[src/hw/lsu_pkg.sv]
`default_nettype none

package lsu_pkg;

    localparam int xlen = 32;                      // data and address width

    // load width codes
    localparam logic [2:0] funct3_lb  = 3'b000;
    localparam logic [2:0] funct3_lh  = 3'b001;
    localparam logic [2:0] funct3_lw  = 3'b010;
    localparam logic [2:0] funct3_lbu = 3'b100;
    localparam logic [2:0] funct3_lhu = 3'b101;

    // store width codes
    localparam logic [2:0] funct3_sb = 3'b000;
    localparam logic [2:0] funct3_sh = 3'b001;
    localparam logic [2:0] funct3_sw = 3'b010;

    // AXI beat size, bytes = 2**size
    localparam logic [2:0] axi_size_byte = 3'b000;
    localparam logic [2:0] axi_size_half = 3'b001;
    localparam logic [2:0] axi_size_word = 3'b010;

    localparam logic [1:0] axi_burst_incr = 2'b01;

    localparam logic [1:0] axi_resp_okay = 2'b00;  // anything else is an error

endpackage

`default_nettype wire
[src/hw/lsu_top.sv]
`default_nettype none

module lsu_top import lsu_pkg::*; #(
    parameter int unsigned           id_width = 4,
    parameter logic [id_width-1:0] axi_id   = '0
) (
    input  logic                clock,
    input  logic                reset,
    input  logic                in_valid,
    output logic                in_ready,
    input  logic [xlen-1:0]     in_pc,
    input  logic                in_mem_ren,
    input  logic                in_mem_wen,
    input  logic                in_reg_wen,
    input  logic [4:0]          in_rd,
    input  logic [2:0]          in_funct3,
    input  logic [xlen-1:0]     in_addr,
    input  logic [xlen-1:0]     in_store_data,
    output logic                wb_valid,
    input  logic                wb_ready,
    output logic [xlen-1:0]     wb_data,
    output logic [4:0]          wb_rd,
    output logic                wb_reg_wen,
    output logic [xlen-1:0]     wb_pc,
    output logic                wb_err,
    output logic                arvalid,
    input  logic                arready,
    output logic [xlen-1:0]     araddr,
    output logic [id_width-1:0] arid,
    output logic [7:0]          arlen,
    output logic [2:0]          arsize,
    output logic [1:0]          arburst,
    input  logic                rvalid,
    output logic                rready,
    input  logic [xlen-1:0]     rdata,
    input  logic [1:0]          rresp,
    input  logic                rlast,
    input  logic [id_width-1:0] rid,
    output logic                awvalid,
    input  logic                awready,
    output logic [xlen-1:0]     awaddr,
    output logic [id_width-1:0] awid,
    output logic [7:0]          awlen,
    output logic [2:0]          awsize,
    output logic [1:0]          awburst,
    output logic                wvalid,
    input  logic                wready,
    output logic [xlen-1:0]     wdata,
    output logic [3:0]          wstrb,
    output logic                wlast,
    input  logic                bvalid,
    output logic                bready,
    input  logic [1:0]          bresp,
    input  logic [id_width-1:0] bid
);

    logic            accept;
    logic            retire;
    logic [xlen-1:0] req_addr;
    logic [2:0]      req_funct3;
    logic [xlen-1:0] req_store_data;
    logic [4:0]      req_rd;
    logic            req_reg_wen;
    logic [xlen-1:0] req_pc;
    logic            req_is_load;
    logic            req_is_store;
    logic            load_done;
    logic [xlen-1:0] load_data;
    logic            load_err;
    logic            store_done;
    logic            store_err;

    lsu_issue u_issue (
        .clock          (clock),
        .reset          (reset),
        .in_valid       (in_valid),
        .in_ready       (in_ready),
        .in_pc          (in_pc),
        .in_mem_ren     (in_mem_ren),
        .in_mem_wen     (in_mem_wen),
        .in_reg_wen     (in_reg_wen),
        .in_rd          (in_rd),
        .in_funct3      (in_funct3),
        .in_addr        (in_addr),
        .in_store_data  (in_store_data),
        .accept         (accept),
        .req_addr       (req_addr),
        .req_funct3     (req_funct3),
        .req_store_data (req_store_data),
        .req_rd         (req_rd),
        .req_reg_wen    (req_reg_wen),
        .req_pc         (req_pc),
        .req_is_load    (req_is_load),
        .req_is_store   (req_is_store),
        .retire         (retire)
    );

    lsu_load_port #(
        .id_width (id_width),
        .axi_id   (axi_id)
    ) u_load_port (
        .clock       (clock),
        .reset       (reset),
        .accept      (accept),
        .req_is_load (req_is_load),
        .req_addr    (req_addr),
        .req_funct3  (req_funct3),
        .load_done   (load_done),
        .load_data   (load_data),
        .load_err    (load_err),
        .arvalid     (arvalid),
        .arready     (arready),
        .araddr      (araddr),
        .arid        (arid),
        .arlen       (arlen),
        .arsize      (arsize),
        .arburst     (arburst),
        .rvalid      (rvalid),
        .rready      (rready),
        .rdata       (rdata),
        .rresp       (rresp),
        .rlast       (rlast),
        .rid         (rid)
    );

    lsu_store_port #(
        .id_width (id_width),
        .axi_id   (axi_id)
    ) u_store_port (
        .clock          (clock),
        .reset          (reset),
        .accept         (accept),
        .req_is_store   (req_is_store),
        .req_addr       (req_addr),
        .req_funct3     (req_funct3),
        .req_store_data (req_store_data),
        .store_done     (store_done),
        .store_err      (store_err),
        .awvalid        (awvalid),
        .awready        (awready),
        .awaddr         (awaddr),
        .awid           (awid),
        .awlen          (awlen),
        .awsize         (awsize),
        .awburst        (awburst),
        .wvalid         (wvalid),
        .wready         (wready),
        .wdata          (wdata),
        .wstrb          (wstrb),
        .wlast          (wlast),
        .bvalid         (bvalid),
        .bready         (bready),
        .bresp          (bresp),
        .bid            (bid)
    );

    lsu_writeback u_writeback (
        .clock        (clock),
        .reset        (reset),
        .accept       (accept),
        .req_is_load  (req_is_load),
        .req_is_store (req_is_store),
        .req_rd       (req_rd),
        .req_reg_wen  (req_reg_wen),
        .req_pc       (req_pc),
        .in_addr      (in_addr),
        .in_rd        (in_rd),
        .in_reg_wen   (in_reg_wen),
        .in_pc        (in_pc),
        .load_done    (load_done),
        .load_data    (load_data),
        .load_err     (load_err),
        .store_done   (store_done),
        .store_err    (store_err),
        .wb_valid     (wb_valid),
        .wb_data      (wb_data),
        .wb_rd        (wb_rd),
        .wb_reg_wen   (wb_reg_wen),
        .wb_pc        (wb_pc),
        .wb_err       (wb_err),
        .wb_ready     (wb_ready),
        .retire       (retire)
    );

endmodule

`default_nettype wire

[src/hw/lsu_writeback.sv]
`default_nettype none

module lsu_writeback import lsu_pkg::*; (
    input  logic            clock,
    input  logic            reset,
    input  logic            accept,
    input  logic            req_is_load,
    input  logic            req_is_store,
    input  logic [4:0]      req_rd,
    input  logic            req_reg_wen,
    input  logic [xlen-1:0] req_pc,
    input  logic [xlen-1:0] in_addr,
    input  logic [4:0]      in_rd,
    input  logic            in_reg_wen,
    input  logic [xlen-1:0] in_pc,
    input  logic            load_done,
    input  logic [xlen-1:0] load_data,
    input  logic            load_err,
    input  logic            store_done,
    input  logic            store_err,
    output logic            wb_valid,
    output logic [xlen-1:0] wb_data,
    output logic [4:0]      wb_rd,
    output logic            wb_reg_wen,
    output logic [xlen-1:0] wb_pc,
    output logic            wb_err,
    input  logic            wb_ready,
    output logic            retire
);

    logic pass;

    assign pass   = accept && !req_is_load && !req_is_store;
    assign retire = wb_valid && wb_ready;

    always_ff @(posedge clock) begin
        if (reset) begin
            wb_valid <= 1'b0;
        end else if (pass || load_done || store_done) begin
            wb_valid <= 1'b1;
        end else if (retire) begin
            wb_valid <= 1'b0;
        end
    end

    // the three sources are never active in the same cycle
    always_ff @(posedge clock) begin
        if (pass) begin
            wb_data    <= in_addr;                      // alu result passes through
            wb_rd      <= in_rd;
            wb_reg_wen <= in_reg_wen;
            wb_pc      <= in_pc;
            wb_err     <= 1'b0;
        end else if (load_done || store_done) begin
            wb_data    <= load_done ? load_data : '0;
            wb_rd      <= req_rd;
            wb_reg_wen <= req_reg_wen;
            wb_pc      <= req_pc;
            wb_err     <= load_done ? load_err : store_err;
        end
    end

endmodule

`default_nettype wire

[src/hw/lsu_store_port.sv]
`default_nettype none

module lsu_store_port import lsu_pkg::*; #(
    parameter int unsigned           id_width = 4,
    parameter logic [id_width-1:0] axi_id   = '0
) (
    input  logic                clock,
    input  logic                reset,
    input  logic                accept,
    input  logic                req_is_store,
    input  logic [xlen-1:0]     req_addr,
    input  logic [2:0]          req_funct3,
    input  logic [xlen-1:0]     req_store_data,
    output logic                store_done,
    output logic                store_err,
    output logic                awvalid,
    input  logic                awready,
    output logic [xlen-1:0]     awaddr,
    output logic [id_width-1:0] awid,
    output logic [7:0]          awlen,
    output logic [2:0]          awsize,
    output logic [1:0]          awburst,
    output logic                wvalid,
    input  logic                wready,
    output logic [xlen-1:0]     wdata,
    output logic [3:0]          wstrb,
    output logic                wlast,
    input  logic                bvalid,
    output logic                bready,
    input  logic [1:0]          bresp,
    input  logic [id_width-1:0] bid
);

    logic start;

    assign start = accept && req_is_store;

    // aw and w complete independently, in any order
    always_ff @(posedge clock) begin
        if (reset) begin
            awvalid <= 1'b0;
            wvalid  <= 1'b0;
            bready  <= 1'b0;
        end else if (start) begin
            awvalid <= 1'b1;
            wvalid  <= 1'b1;
            bready  <= 1'b1;
        end else begin
            if (awvalid && awready) awvalid <= 1'b0;
            if (wvalid && wready) wvalid <= 1'b0;
            if (bvalid && bready) bready <= 1'b0;
        end
    end

    assign awaddr  = req_addr;
    assign awid    = axi_id;
    assign awlen   = 8'd0;
    assign awburst = axi_burst_incr;
    assign wlast   = 1'b1;                               // always one beat

    always_comb begin
        case (req_funct3)
            funct3_sb: awsize = axi_size_byte;
            funct3_sh: awsize = axi_size_half;
            default:   awsize = axi_size_word;
        endcase
    end

    assign wdata = req_store_data << {req_addr[1:0], 3'b000};

    always_comb begin
        case (req_funct3)
            funct3_sb: wstrb = 4'b0001 << req_addr[1:0];
            funct3_sh: wstrb = 4'b0011 << req_addr[1:0];
            funct3_sw: wstrb = 4'b1111;
            default:   wstrb = 4'b0000;
        endcase
    end

    assign store_done = bvalid && bready;
    assign store_err  = (bresp != axi_resp_okay) || (bid != axi_id);

endmodule

`default_nettype wire

[src/hw/lsu_load_port.sv]
`default_nettype none

module lsu_load_port import lsu_pkg::*; #(
    parameter int unsigned           id_width = 4,
    parameter logic [id_width-1:0] axi_id   = '0
) (
    input  logic                clock,
    input  logic                reset,
    input  logic                accept,
    input  logic                req_is_load,
    input  logic [xlen-1:0]     req_addr,
    input  logic [2:0]          req_funct3,
    output logic                load_done,
    output logic [xlen-1:0]     load_data,
    output logic                load_err,
    output logic                arvalid,
    input  logic                arready,
    output logic [xlen-1:0]     araddr,
    output logic [id_width-1:0] arid,
    output logic [7:0]          arlen,
    output logic [2:0]          arsize,
    output logic [1:0]          arburst,
    input  logic                rvalid,
    output logic                rready,
    input  logic [xlen-1:0]     rdata,
    input  logic [1:0]          rresp,
    input  logic                rlast,
    input  logic [id_width-1:0] rid
);

    logic [xlen-1:0] lane_data;

    always_ff @(posedge clock) begin
        if (reset) begin
            arvalid <= 1'b0;
        end else if (accept && req_is_load) begin
            arvalid <= 1'b1;
        end else if (arvalid && arready) begin
            arvalid <= 1'b0;
        end
    end

    always_ff @(posedge clock) begin
        if (reset) begin
            rready <= 1'b0;
        end else if (accept && req_is_load) begin
            rready <= 1'b1;
        end else if (rvalid && rready) begin
            rready <= 1'b0;
        end
    end

    assign araddr  = req_addr;
    assign arid    = axi_id;
    assign arlen   = 8'd0;                              // single beat
    assign arburst = axi_burst_incr;

    always_comb begin
        case (req_funct3)
            funct3_lb, funct3_lbu: arsize = axi_size_byte;
            funct3_lh, funct3_lhu: arsize = axi_size_half;
            default:               arsize = axi_size_word;
        endcase
    end

    assign lane_data = rdata >> {req_addr[1:0], 3'b000};  // addressed lane to bit 0

    always_comb begin
        case (req_funct3)
            funct3_lb:  load_data = {{24{lane_data[7]}}, lane_data[7:0]};
            funct3_lh:  load_data = {{16{lane_data[15]}}, lane_data[15:0]};
            funct3_lbu: load_data = {24'd0, lane_data[7:0]};
            funct3_lhu: load_data = {16'd0, lane_data[15:0]};
            default:    load_data = rdata;
        endcase
    end

    assign load_done = rvalid && rready;
    // a foreign id or a missing last is treated like a bad response
    assign load_err  = (rresp != axi_resp_okay) || (rid != axi_id) || !rlast;

endmodule

`default_nettype wire

[src/hw/lsu_issue.sv]
`default_nettype none

module lsu_issue import lsu_pkg::*; (
    input  logic            clock,
    input  logic            reset,
    input  logic            in_valid,
    output logic            in_ready,
    input  logic [xlen-1:0] in_pc,
    input  logic            in_mem_ren,
    input  logic            in_mem_wen,
    input  logic            in_reg_wen,
    input  logic [4:0]      in_rd,
    input  logic [2:0]      in_funct3,
    input  logic [xlen-1:0] in_addr,
    input  logic [xlen-1:0] in_store_data,
    output logic            accept,
    output logic [xlen-1:0] req_addr,
    output logic [2:0]      req_funct3,
    output logic [xlen-1:0] req_store_data,
    output logic [4:0]      req_rd,
    output logic            req_reg_wen,
    output logic [xlen-1:0] req_pc,
    output logic            req_is_load,
    output logic            req_is_store,
    input  logic            retire
);

    logic busy;
    logic held_load;
    logic held_store;
    logic in_is_store;

    assign in_ready    = !busy;
    assign accept      = in_valid && in_ready;
    assign in_is_store = in_mem_wen && !in_mem_ren;    // load wins if both set

    always_ff @(posedge clock) begin
        if (reset) begin
            busy       <= 1'b0;
            held_load  <= 1'b0;
            held_store <= 1'b0;
        end else if (accept) begin
            busy       <= 1'b1;
            held_load  <= in_mem_ren;
            held_store <= in_is_store;
        end else if (retire) begin
            busy <= 1'b0;
        end
    end

    always_ff @(posedge clock) begin
        if (accept) begin
            req_addr       <= in_addr;
            req_funct3     <= in_funct3;
            req_store_data <= in_store_data;
            req_rd         <= in_rd;
            req_reg_wen    <= in_reg_wen;
            req_pc         <= in_pc;
        end
    end

    // the ports see the incoming kind on the accept cycle, the held kind after
    assign req_is_load  = busy ? held_load : in_mem_ren;
    assign req_is_store = busy ? held_store : in_is_store;

endmodule

`default_nettype wire

[config.mk]
export PLATFORM = sky130hd
export DESIGN_NAME = lsu_top
export DESIGN_NICKNAME = d
export VERILOG_FILES = /design/src/hw/lsu_pkg.sv /design/src/hw/lsu_top.sv /design/src/hw/lsu_writeback.sv /design/src/hw/lsu_store_port.sv /design/src/hw/lsu_load_port.sv /design/src/hw/lsu_issue.sv
export SDC_FILE = /design/constraint.sdc
export NUM_CORES = 1
export LEC_CHECK = 0
export BUFFER_PORTS_ARGS = -buffer_cell sky130_fd_sc_hd__buf_4
export CORE_AREA = 2 2 147 149
export CTS_CLUSTER_DIAMETER = 150
export DETAILED_ROUTE_END_ITERATION = 12
export DIE_AREA = 0 0 149 151
export GPL_TIMING_DRIVEN = 0
export PLACE_DENSITY = 0.69
export SLEW_MARGIN = 25
export SYNTH_ARGS = -nofsm -noshare
export SYNTH_HDL_FRONTEND = slang
export SYNTH_SLANG_ARGS = --single-unit
[constraint.sdc]
create_clock -name clock -period 6.5 [get_ports clock]
set_clock_uncertainty 0.05 [all_clocks]
set_input_delay 1.3 -clock clock [delete_from_list [all_inputs] [get_ports clock]]
set_output_delay 1.3 -clock clock [all_outputs]
set_load 0.005 [all_outputs]
### Yosys cells after proc, flatten, opt, wreduce, memory -nomap -nowiden

Index checks and enable logic that the tools add are counted.

* RAM bits: 0
* logic and storage cells: 95
* bits in latches: 0
* register bits after elaboration: 185
* bits of input ports: 161
* memories: 0
* memory bits (read-only): 0

* shift operators: 4
* mux-type cells: 29
* reduce and logical (&&, ||, !) cells: 38
* bitwise logic cells: 0
* add/subtract/negate cells: 0
* divide/modulo/power cells: 0
* multipliers: 0
* magnitude comparators: 0
* equal/unequal tests: 4

Operators with widths (number)
* $mux 32: 5
* $pmux 32 s4: 1
* $shl 32x5->32: 1
* $shr 32x5->16: 1
* $reduce_bool 2->1: 10
* $mux 1: 18
* $logic_and 1x1->1: 12
* $pmux 4 s3: 1
* $mux 5: 2
* $pmux 2 s2: 2
* $reduce_bool 4->1: 2
* $eq 3x3->1 const B: 2
* $logic_or 1x1->1: 6
* $logic_not 1->1: 5
* $reduce_or 2->1: 2
* $shl 1x2->4 const A: 1
* $shl 2x2->4 const A: 1
* $eq 3x1->1 const B: 1
* $eq 3x2->1 const B: 1
* $logic_not 3->1: 1

### Logic depth before layout (Yosys ltp)

Gate-level depths: netlist (run 1).

* word-level depth: 8
* mapped depth: 6

### Hierarchy

From an unflattened synthesis (run 1), not the netlist that was laid out.

* cells, all modules: 664
* area total of the unflattened synthesis: 8978.6 sq um

Modules (own cells, without submodules)
* lsu_writeback: cells each 228, area each 3480.8 sq um, times used 1
* lsu_issue: cells each 121, area each 3301.9 sq um, times used 1
* lsu_load_port: cells each 171, area each 1099.8 sq um, times used 1
* lsu_store_port: cells each 144, area each 1096.1 sq um, times used 1

### Worst setup path before layout (run 1)

No wires, ideal clock.

* kind: input-to-reg
* from: in in_valid
* to: reg u_writeback.wb_data[0], enable pin
* setup time: 0.905 ns
* data arrival time: 3.286 ns
* slack: 2.260 ns
* stages on the path: 3
* cells stage by stage: nor4b_2 -> clkbuf_1 -> nand3b_1

* longest elaborated chain between the ends: 4

Ends and longest elaborated chain
* start, declared: line lsu_top.sv:9 `input logic in_valid,`
* $logic_and 1x1->1: line lsu_issue.sv:34 `assign accept = in_valid && in_ready;`
* $logic_and 1x1->1 (2 in series): line lsu_writeback.sv:33 `assign pass = accept && !req_is_load && !req_is_store;`
* $reduce_bool 2->1 (no source line)
* end signal, assigned: line lsu_writeback.sv:49 `wb_data <= in_addr;`
* end signal, assigned: line lsu_writeback.sv:55 `wb_data <= load_done ? load_data : '0;`
* end, declared: line lsu_writeback.sv:22 `output logic [xlen-1:0] wb_data,`

Every way passes these cells.
A chain may end at the register's enable or synchronous reset.

### Worst setup path after layout (run 1)

* from: reg u_issue.req_addr[1]
* to: out wdata[22]

* longest elaborated chain between the ends: 1

Ends and longest elaborated chain
* start, declared: line lsu_issue.sv:17 `output logic [xlen-1:0] req_addr,`
* start signal, assigned: line lsu_issue.sv:53 `req_addr <= in_addr;`
* $shl 32x5->32: line lsu_store_port.sv:69 `assign wdata = req_store_data << {req_addr[1:0], 3'b000};`
* end, declared: line lsu_top.sv:48 `output logic [xlen-1:0] wdata,`

Every way passes these cells.

==> out/metrics.csv, run 1 <==
metric,value,unit
status,"complete, no violations",
register area share after synthesis,67.0,%
Final Max Tran Viols,0,
Clk Tree Root Cell,clkbuf_16,
CTS tree,yes,
RSZ-0062 raised after global routing,false,
first-pass GRT wire length,34100,um
Switch Pwr,0.701,mW
Overflow after GRT,0,
prevailing post-synth register cell,edfxtp_1,
Flop pwr share,49.9,%
antenna violations before repair,0,
chip width,149,um
sw frac,24.8,%
post-CTS sizing,0,
Initial Util,38.8,%
commonest cells in the synthesized netlist,"edfxtp_1, buf_4, mux2_2, nand2_1, mux2i_1",
CP max-delay cell,edfxtp_1,
residual DRC count,0,
Comb power frac,15.1,%
Worst-path clk slew,0.07,ns
setup TNS,0,ns
CP bufs+invs,4,
WHS,0.427,ns
I/O pin count,374,
clock sinks,183,
Skew-Pair Late Insertion Delay,0.43,ns
Yosys reg bits,183,
Crit Path Class,reg2out,
power share of the clock group,35.0,%
share of cells above drive strength 1,52.5,%
# placed instances,1205,
fin crit share,60.7,%
CTS Buf Count,17,
detailed-route via count,5885,
top-area cell type share of the netlist area,65.0,%
pin count of the biggest net entering global routing,57,
Detail Route Antenna Nets,0,
worst vdd ir,0.147,mV
max incr delay on CP,0.51,ns
final setup violation count,0,
final hold vios,0,
top post-synthesis cells by area,"edfxtp_1, buf_4, mux2_2",
Pint,2.13,mW
LEAKAGE,5.03,nW
htree depth,4,
Rows,53,
Hold Buf Count CTS,0,
Detailed Place HPWL,18400,um
share of flip-flops with an asynchronous set or reset,0,%
Hold Crit Depth,2,
critical path's top delay family,buffers and inverters,
Synth area leader,edfxtp_1,
max-cap viol count,0,
GRT Total Usage,20.5,%
Worst-Margin Slew,0.947,ns
Max Root-Sink Buffers,2,
Mapped Area,8090,um2
CP arrival,2.60,ns
die area,22500,um2
type of the most critical hold path,reg2reg,
most frequent cell after synthesis,edfxtp_1,
initial DRC count,266,
cells after synthesis,554,
final cell count without fillers,1237,
WL final,23800,um
Core Area,20800,um2
FMAX,253,MHz
Power Density,241,nW/um2
antenna cells,0,
Netlist cell types,38,
Reg2Reg Setup Slack,3.66,ns
Initial DRT Pass Iterations,6,
Worst Setup End Kind,primary output,
fin area,11800,um2
Crit path required time,5.15,ns
"most used cell, CP",clkbuf_1,
Post-synth EDFFs,175,
worst flop-to-flop path endpoint,u_writeback.wb_data[10]$_DFFE_PP_,
worst path cell trace,"clkbuf_1, buf_1, clkbuf_1, o21ai_0, buf_4",
Via density,4.76,
area grow syn2layout,45.4,%
FF-to-FF path depth,6,
vias in the first global route,5916,
Die Ht,151,um
Reg2Reg Launch Point,u_issue.busy$_SDFFE_PP0P_,
Design Power,2.83,mW
Mean Syn Cell Area,14.6,um2
Final min period,3.95,ns
CP max FO,10,
Wirelength per Cell,19.2,um
post-CTS setup buffer count,0,
port bufs,341,
Synthesis Warnings,0,
Slew headroom,36.4,%
Final GP Congestion,0.793,
critical hold path startpoint,u_store_port.awvalid$_SDFFE_PP0P_,
Placed Area,11200,um2
Hold Path End,u_store_port.awvalid$_SDFFE_PP0P_,
"Net count, final",1110,
CP Launch Type,flip-flop,
registers in the layout (all words and copies together), names as in the netlist:
signal and count:
u_writeback.wb_valid 1, u_issue.req_addr 32, u_issue.req_reg_wen 1, u_issue.busy 1, u_issue.req_store_data 32, u_issue.req_pc 32, u_writeback.wb_rd 5, u_issue.req_rd 5
u_store_port.wvalid 1, u_writeback.wb_err 1, u_writeback.wb_pc 32, u_store_port.bready 1, u_load_port.rready 1, u_writeback.wb_data 32, u_load_port.arvalid 1, u_writeback.wb_reg_wen 1
u_store_port.awvalid 1, u_issue.req_funct3 3
worst max path at each step:
| stage | slack [ns] | to | cells past startpoint | start |
|---|---|---|---|---|
| floorplan | 2.26 | u_writeback.wb_data[0]$_DFFE_PP_ | 3 | in_valid |
| global route | 2.39 | wdata[14] | 5 | u_issue.req_addr[1]$_DFFE_PP_ |
| CTS | 2.55 | wdata[22] | 5 | u_issue.req_addr[1]$_DFFE_PP_ |
| global placement | 0.44 | u_writeback.wb_data[22]$_DFFE_PP_ | 4 | in_valid |
| finish | 2.55 | wdata[22] | 5 | u_issue.req_addr[1]$_DFFE_PP_ |
| detailed placement | 2.43 | u_writeback.wb_data[22]$_DFFE_PP_ | 7 | in_mem_ren |
layout make-up:
type,instances,area [um2]
plain buffers,96,637
clock buffers,18,429
clock inverters,14,136
fillers,1800,9060
inverters,4,20.0
multi-input cells,300,2130
flip-flops and latches,183,5420
well taps,275,344
repair buffers,347,2650
placed cells by master, fill, tap and decap left out, drive strengths merged, types with 6 or more instances in the layout:
cell type  synthesis  routed
a211oi             9       9
a21o               8       8
a21oi             24      24
a221o             17      17
a22o               8       8
a2bb2oi            6       6
and2               9       9
buf               83     430
clkbuf            13      31
conb               2      31
dfxtp              8       8
edfxtp           175     175
inv                4      10
mux2              40      40
mux2i             31      31
nand2             39      39
nand2b             7       7
nor2              17      17
nor2b             13      13
o211ai             7       7
o21ai             11      11
o221ai             6       6
cell families (layout without fill, tap and decap cells):
family / count (synthesis) / in the layout / share of synthesized area [%]
AO/OA/AOI/OAI: 101 / 101 / 9.27
buffers and inverters: 100 / 479 / 8.06
flip-flops: 183 / 183 / 67.0
multiplexers: 72 / 72 / 9.73
other: 2 / 31 / 0.0929
AND/OR/NAND/NOR: 96 / 96 / 5.89
metrics by stage:
stage                     setup WS (ns)  util (%)
after floorplan                    2.26         -
after global placement            0.435      53.3
after detailed placement           2.43      53.8
after CTS                          2.55      56.5
after global routing               2.39      56.5
final                              2.55      56.5
metal layers:
layer	GRT usage [%]	up-vias	share of wire, %
met1	24.0	2798	39
met3	6.45	17	8.6
met2	36.5	275	52
li1	-	2795	-
met5	0	-	0
met4	5.62	0	1.2
power groups by stage:
stage	combinational (mW)	sequential [mW]	clock, mW
detailed placement	0.431	1.44	0
CTS	0.432	1.41	1.01
global route	0.463	1.42	1.06
finish	0.427	1.41	0.991
floorplan	0.168	1.44	0
global placement	0.417	1.45	0
worst min-delay path, stage by stage, from the launching register on:
cell	delay, ns
dfxtp_1	0.31
nand2b_1	0.06
a21oi_1	0.06
No activity file was read; power rests on OpenSTA's default activity.
==> inputs of run 2 (changes only) <==
- ABC_AREA: unset -> 1
- CORE_AREA: 2 2 147 149 -> 2 2 144 146
- DIE_AREA: 0 0 149 151 -> 0 0 146 148
- PLACE_DENSITY: 0.69 -> 0.73
- clock period: 6.5 -> 3.8 ns (I/O delays scaled with it)
==> out/metrics.csv, run 2 <==
metric,value,unit,change
Power Density,413,nW/um2,+72%
share of cells above drive strength 1,39.3,%,-13 points
CTS tree,yes,,
Die Ht,148,um,-2.0%
first-pass GRT wire length,36900,um,+8.1%
# placed instances,1473,,+22%
Initial DRT Pass Iterations,5,,-1
antenna violations before repair,1,,+1
Hold Buf Count CTS,0,,unchanged
top post-synthesis cells by area,"edfxtp_1, nand2_1, buf_4",,
LEAKAGE,5.76,nW,+15%
chip width,146,um,-2.0%
post-synthesis adder-cell area fraction,0,%,unchanged
Detailed Place HPWL,19000,um,+3.5%
share of flip-flops with an asynchronous set or reset,0,%,unchanged
mux cell area share after synthesis,0,%,-9.7 points
Post-synth EDFFs,175,,unchanged
Final Max Tran Viols,0,,unchanged
Crit path required time,2.99,ns,-2.16 ns
CP Launch Type,flip-flop,,
post-CTS sizing,0,,unchanged
register area share after synthesis,64.6,%,-2.3 points
Skew-Pair Late Insertion Delay,0.43,ns,about the same
port bufs,341,,unchanged
final setup violation count,0,,unchanged
Worst-Margin Slew,0.538,ns,-0.409 ns
RSZ-0062 raised after global routing,false,,
Final min period,2.95,ns,
vias in the first global route,6780,,+15%
Synthesis Warnings,0,,unchanged
prevailing post-synth register cell,edfxtp_1,,
"Net count, final",1383,,+25%
Crit Path Class,reg2out,,
antenna cells,0,,unchanged
commonest cells in the synthesized netlist,"nand2_1, edfxtp_1, nor2_1",,
simple-gate share of the synthesized area,21.3,%,+15 points
Slew headroom,64.1,%,+28 points
type of the most critical hold path,reg2reg,,
Mapped Area,8380,um2,+3.6%
status,"complete, no violations",,
xor-xnor portion of the synthesized cell area,0,%,unchanged
FMAX,339,MHz,
Netlist cell types,29,,-24%
CP arrival,2.14,ns,-0.46 ns
htree depth,4,,unchanged
top-area cell type share of the netlist area,62.7,%,-2.3 points
combinational family with the most area after synthesis,simple AND/OR/NAND/NOR gates,,
area grow syn2layout,44.3,%,
max-cap viol count,0,,unchanged
GRT Total Usage,22.2,%,+1.7 points
worst vdd ir,0.327,mV,+120%
Mean Syn Cell Area,10.1,um2,-31%
I/O pin count,374,,unchanged
final hold vios,0,,unchanged
WL final,24600,um,+3.2%
residual DRC count,0,,unchanged
Overflow after GRT,0,,unchanged
Core Area,20000,um2,-3.8%
"commonest non-fill, non-tap cell in the layout",buf_4,,
Yosys reg bits,183,,unchanged
post-CTS setup buffer count,0,,unchanged
CP max FO,10,,unchanged
Synth area leader,edfxtp_1,,
Max Root-Sink Buffers,2,,unchanged
final cell count without fillers,1505,,+22%
compound-gate portion of the synthesized area,3.84,%,-5.4 points
Design Power,5.00,mW,+77%
"commonest non-fill, non-tap cells in the layout","buf_4, nand2_1, edfxtp_1, nor2_1, inv_1",,
clock sinks,183,,unchanged
Initial Util,41.8,%,+3.0 points
initial DRC count,459,,+73%
fin crit share,77.6,%,
die area,21600,um2,-4.0%
Detail Route Antenna Nets,0,,unchanged
cells after synthesis,831,,+50%
Clk Tree Root Cell,clkbuf_16,,
CTS Buf Count,17,,unchanged
Worst Setup End Kind,primary output,,
detailed-route via count,7023,,+19%
Worst-path clk slew,0.08,ns,about the same
Final GP Congestion,0.914,,+15%
most frequent cell after synthesis,nand2_1,,
Wirelength per Cell,16.3,um,-15%
Rows,52,,-1.9%
pin count of the biggest net entering global routing,60,,+5.3%
# fillers,1689,,-6.2%
Via density,4.67,,-1.9%
run 2: changes by cell type after synthesis, sizes merged, moves of 9 or more:
| cell | change |
|---|---|
| nand2 | +284 |
| mux2i | -31 |
| nor2b | -13 |
| o21ai | +11 |
| a211oi | -9 |
| nand3 | +41 |
| a21oi | -14 |
| nor2 | +57 |
| a221o | -17 |
| and2 | -9 |
| mux2 | -40 |
| inv | +51 |
run 2: cells by family after synthesis:
logic type,Yosys count
and+or+nand+nor,442
AOI/OAI and AO/OA,53
other,2
buffers and inverters,151
DFF,183
run 2: stage by stage:
stage / setup TNS (ns) / worst slack [ns] / hold WS (ns) / area [um2] / util, %
after global placement: -102.86 / -0.917 / 0.403 / 11400 / 56.8
after floorplan: 0 / 0.425 / 0.401 / 8490 / -
after detailed placement: 0 / 1.11 / 0.407 / 11400 / 57.1
after global routing: 0 / 0.758 / 0.426 / 12100 / 60.3
after CTS: 0 / 0.840 / 0.428 / 12100 / 60.3
final: 0 / 0.851 / 0.425 / 12100 / 60.3
run 2: path summary, 6_finish.rpt:
kind,from,end,slack [ns],cells after the start
setup / recovery,u_issue.req_addr[0]$_DFFE_PP_,wdata[23],0.85,6
hold / removal,u_store_port.wvalid$_SDFFE_PP0P_,u_store_port.wvalid$_SDFFE_PP0P_,0.42,2
setup reg to reg,u_issue.busy$_SDFFE_PP0P_,u_writeback.wb_data[31]$_DFFE_PP_,1.62,8
hold reg to reg,u_store_port.wvalid$_SDFFE_PP0P_,u_store_port.wvalid$_SDFFE_PP0P_,0.42,2
run 2: layout make-up:
| type | instances | area [um2] | share of cell area, % |
|---|---|---|---|
| multi-input combinational | 526 | 2220 | 18.4 |
| sequential | 183 | 5420 | 44.8 |
| tap | 270 | 338 | 2.80 |
| clock buffer | 17 | 425 | 3.52 |
| timing repair buffer | 343 | 2620 | 21.6 |
| inverter | 55 | 216 | 1.79 |
| clock inverter | 15 | 214 | 1.77 |
| buffer | 96 | 642 | 5.31 |
run 2: power by group:
part / internal (mW) / total, mW / switching (mW)
clock network: 0.918 / 1.85 / 0.931
registers: 2.36 / 2.40 / 0.0476
logic: 0.377 / 0.743 / 0.366
run 2: worst max-delay path, cell delays in order (launching register included):
cell and delay [ns]:
edfxtp_1 0.46, buf_4 0.22, buf_2 0.21, nor2_2 0.40
nand2_1 0.09, o211ai_1 0.15, buf_4 0.16
run 2: per-layer routing:
layer	part of all wire (%)	wire length, um	global-route usage, %
met5	0.041	10	0
met4	3.4	839	9.71
met3	7.2	1780	5.12
met2	50	12300	37.9
met1	39	9620	27.2
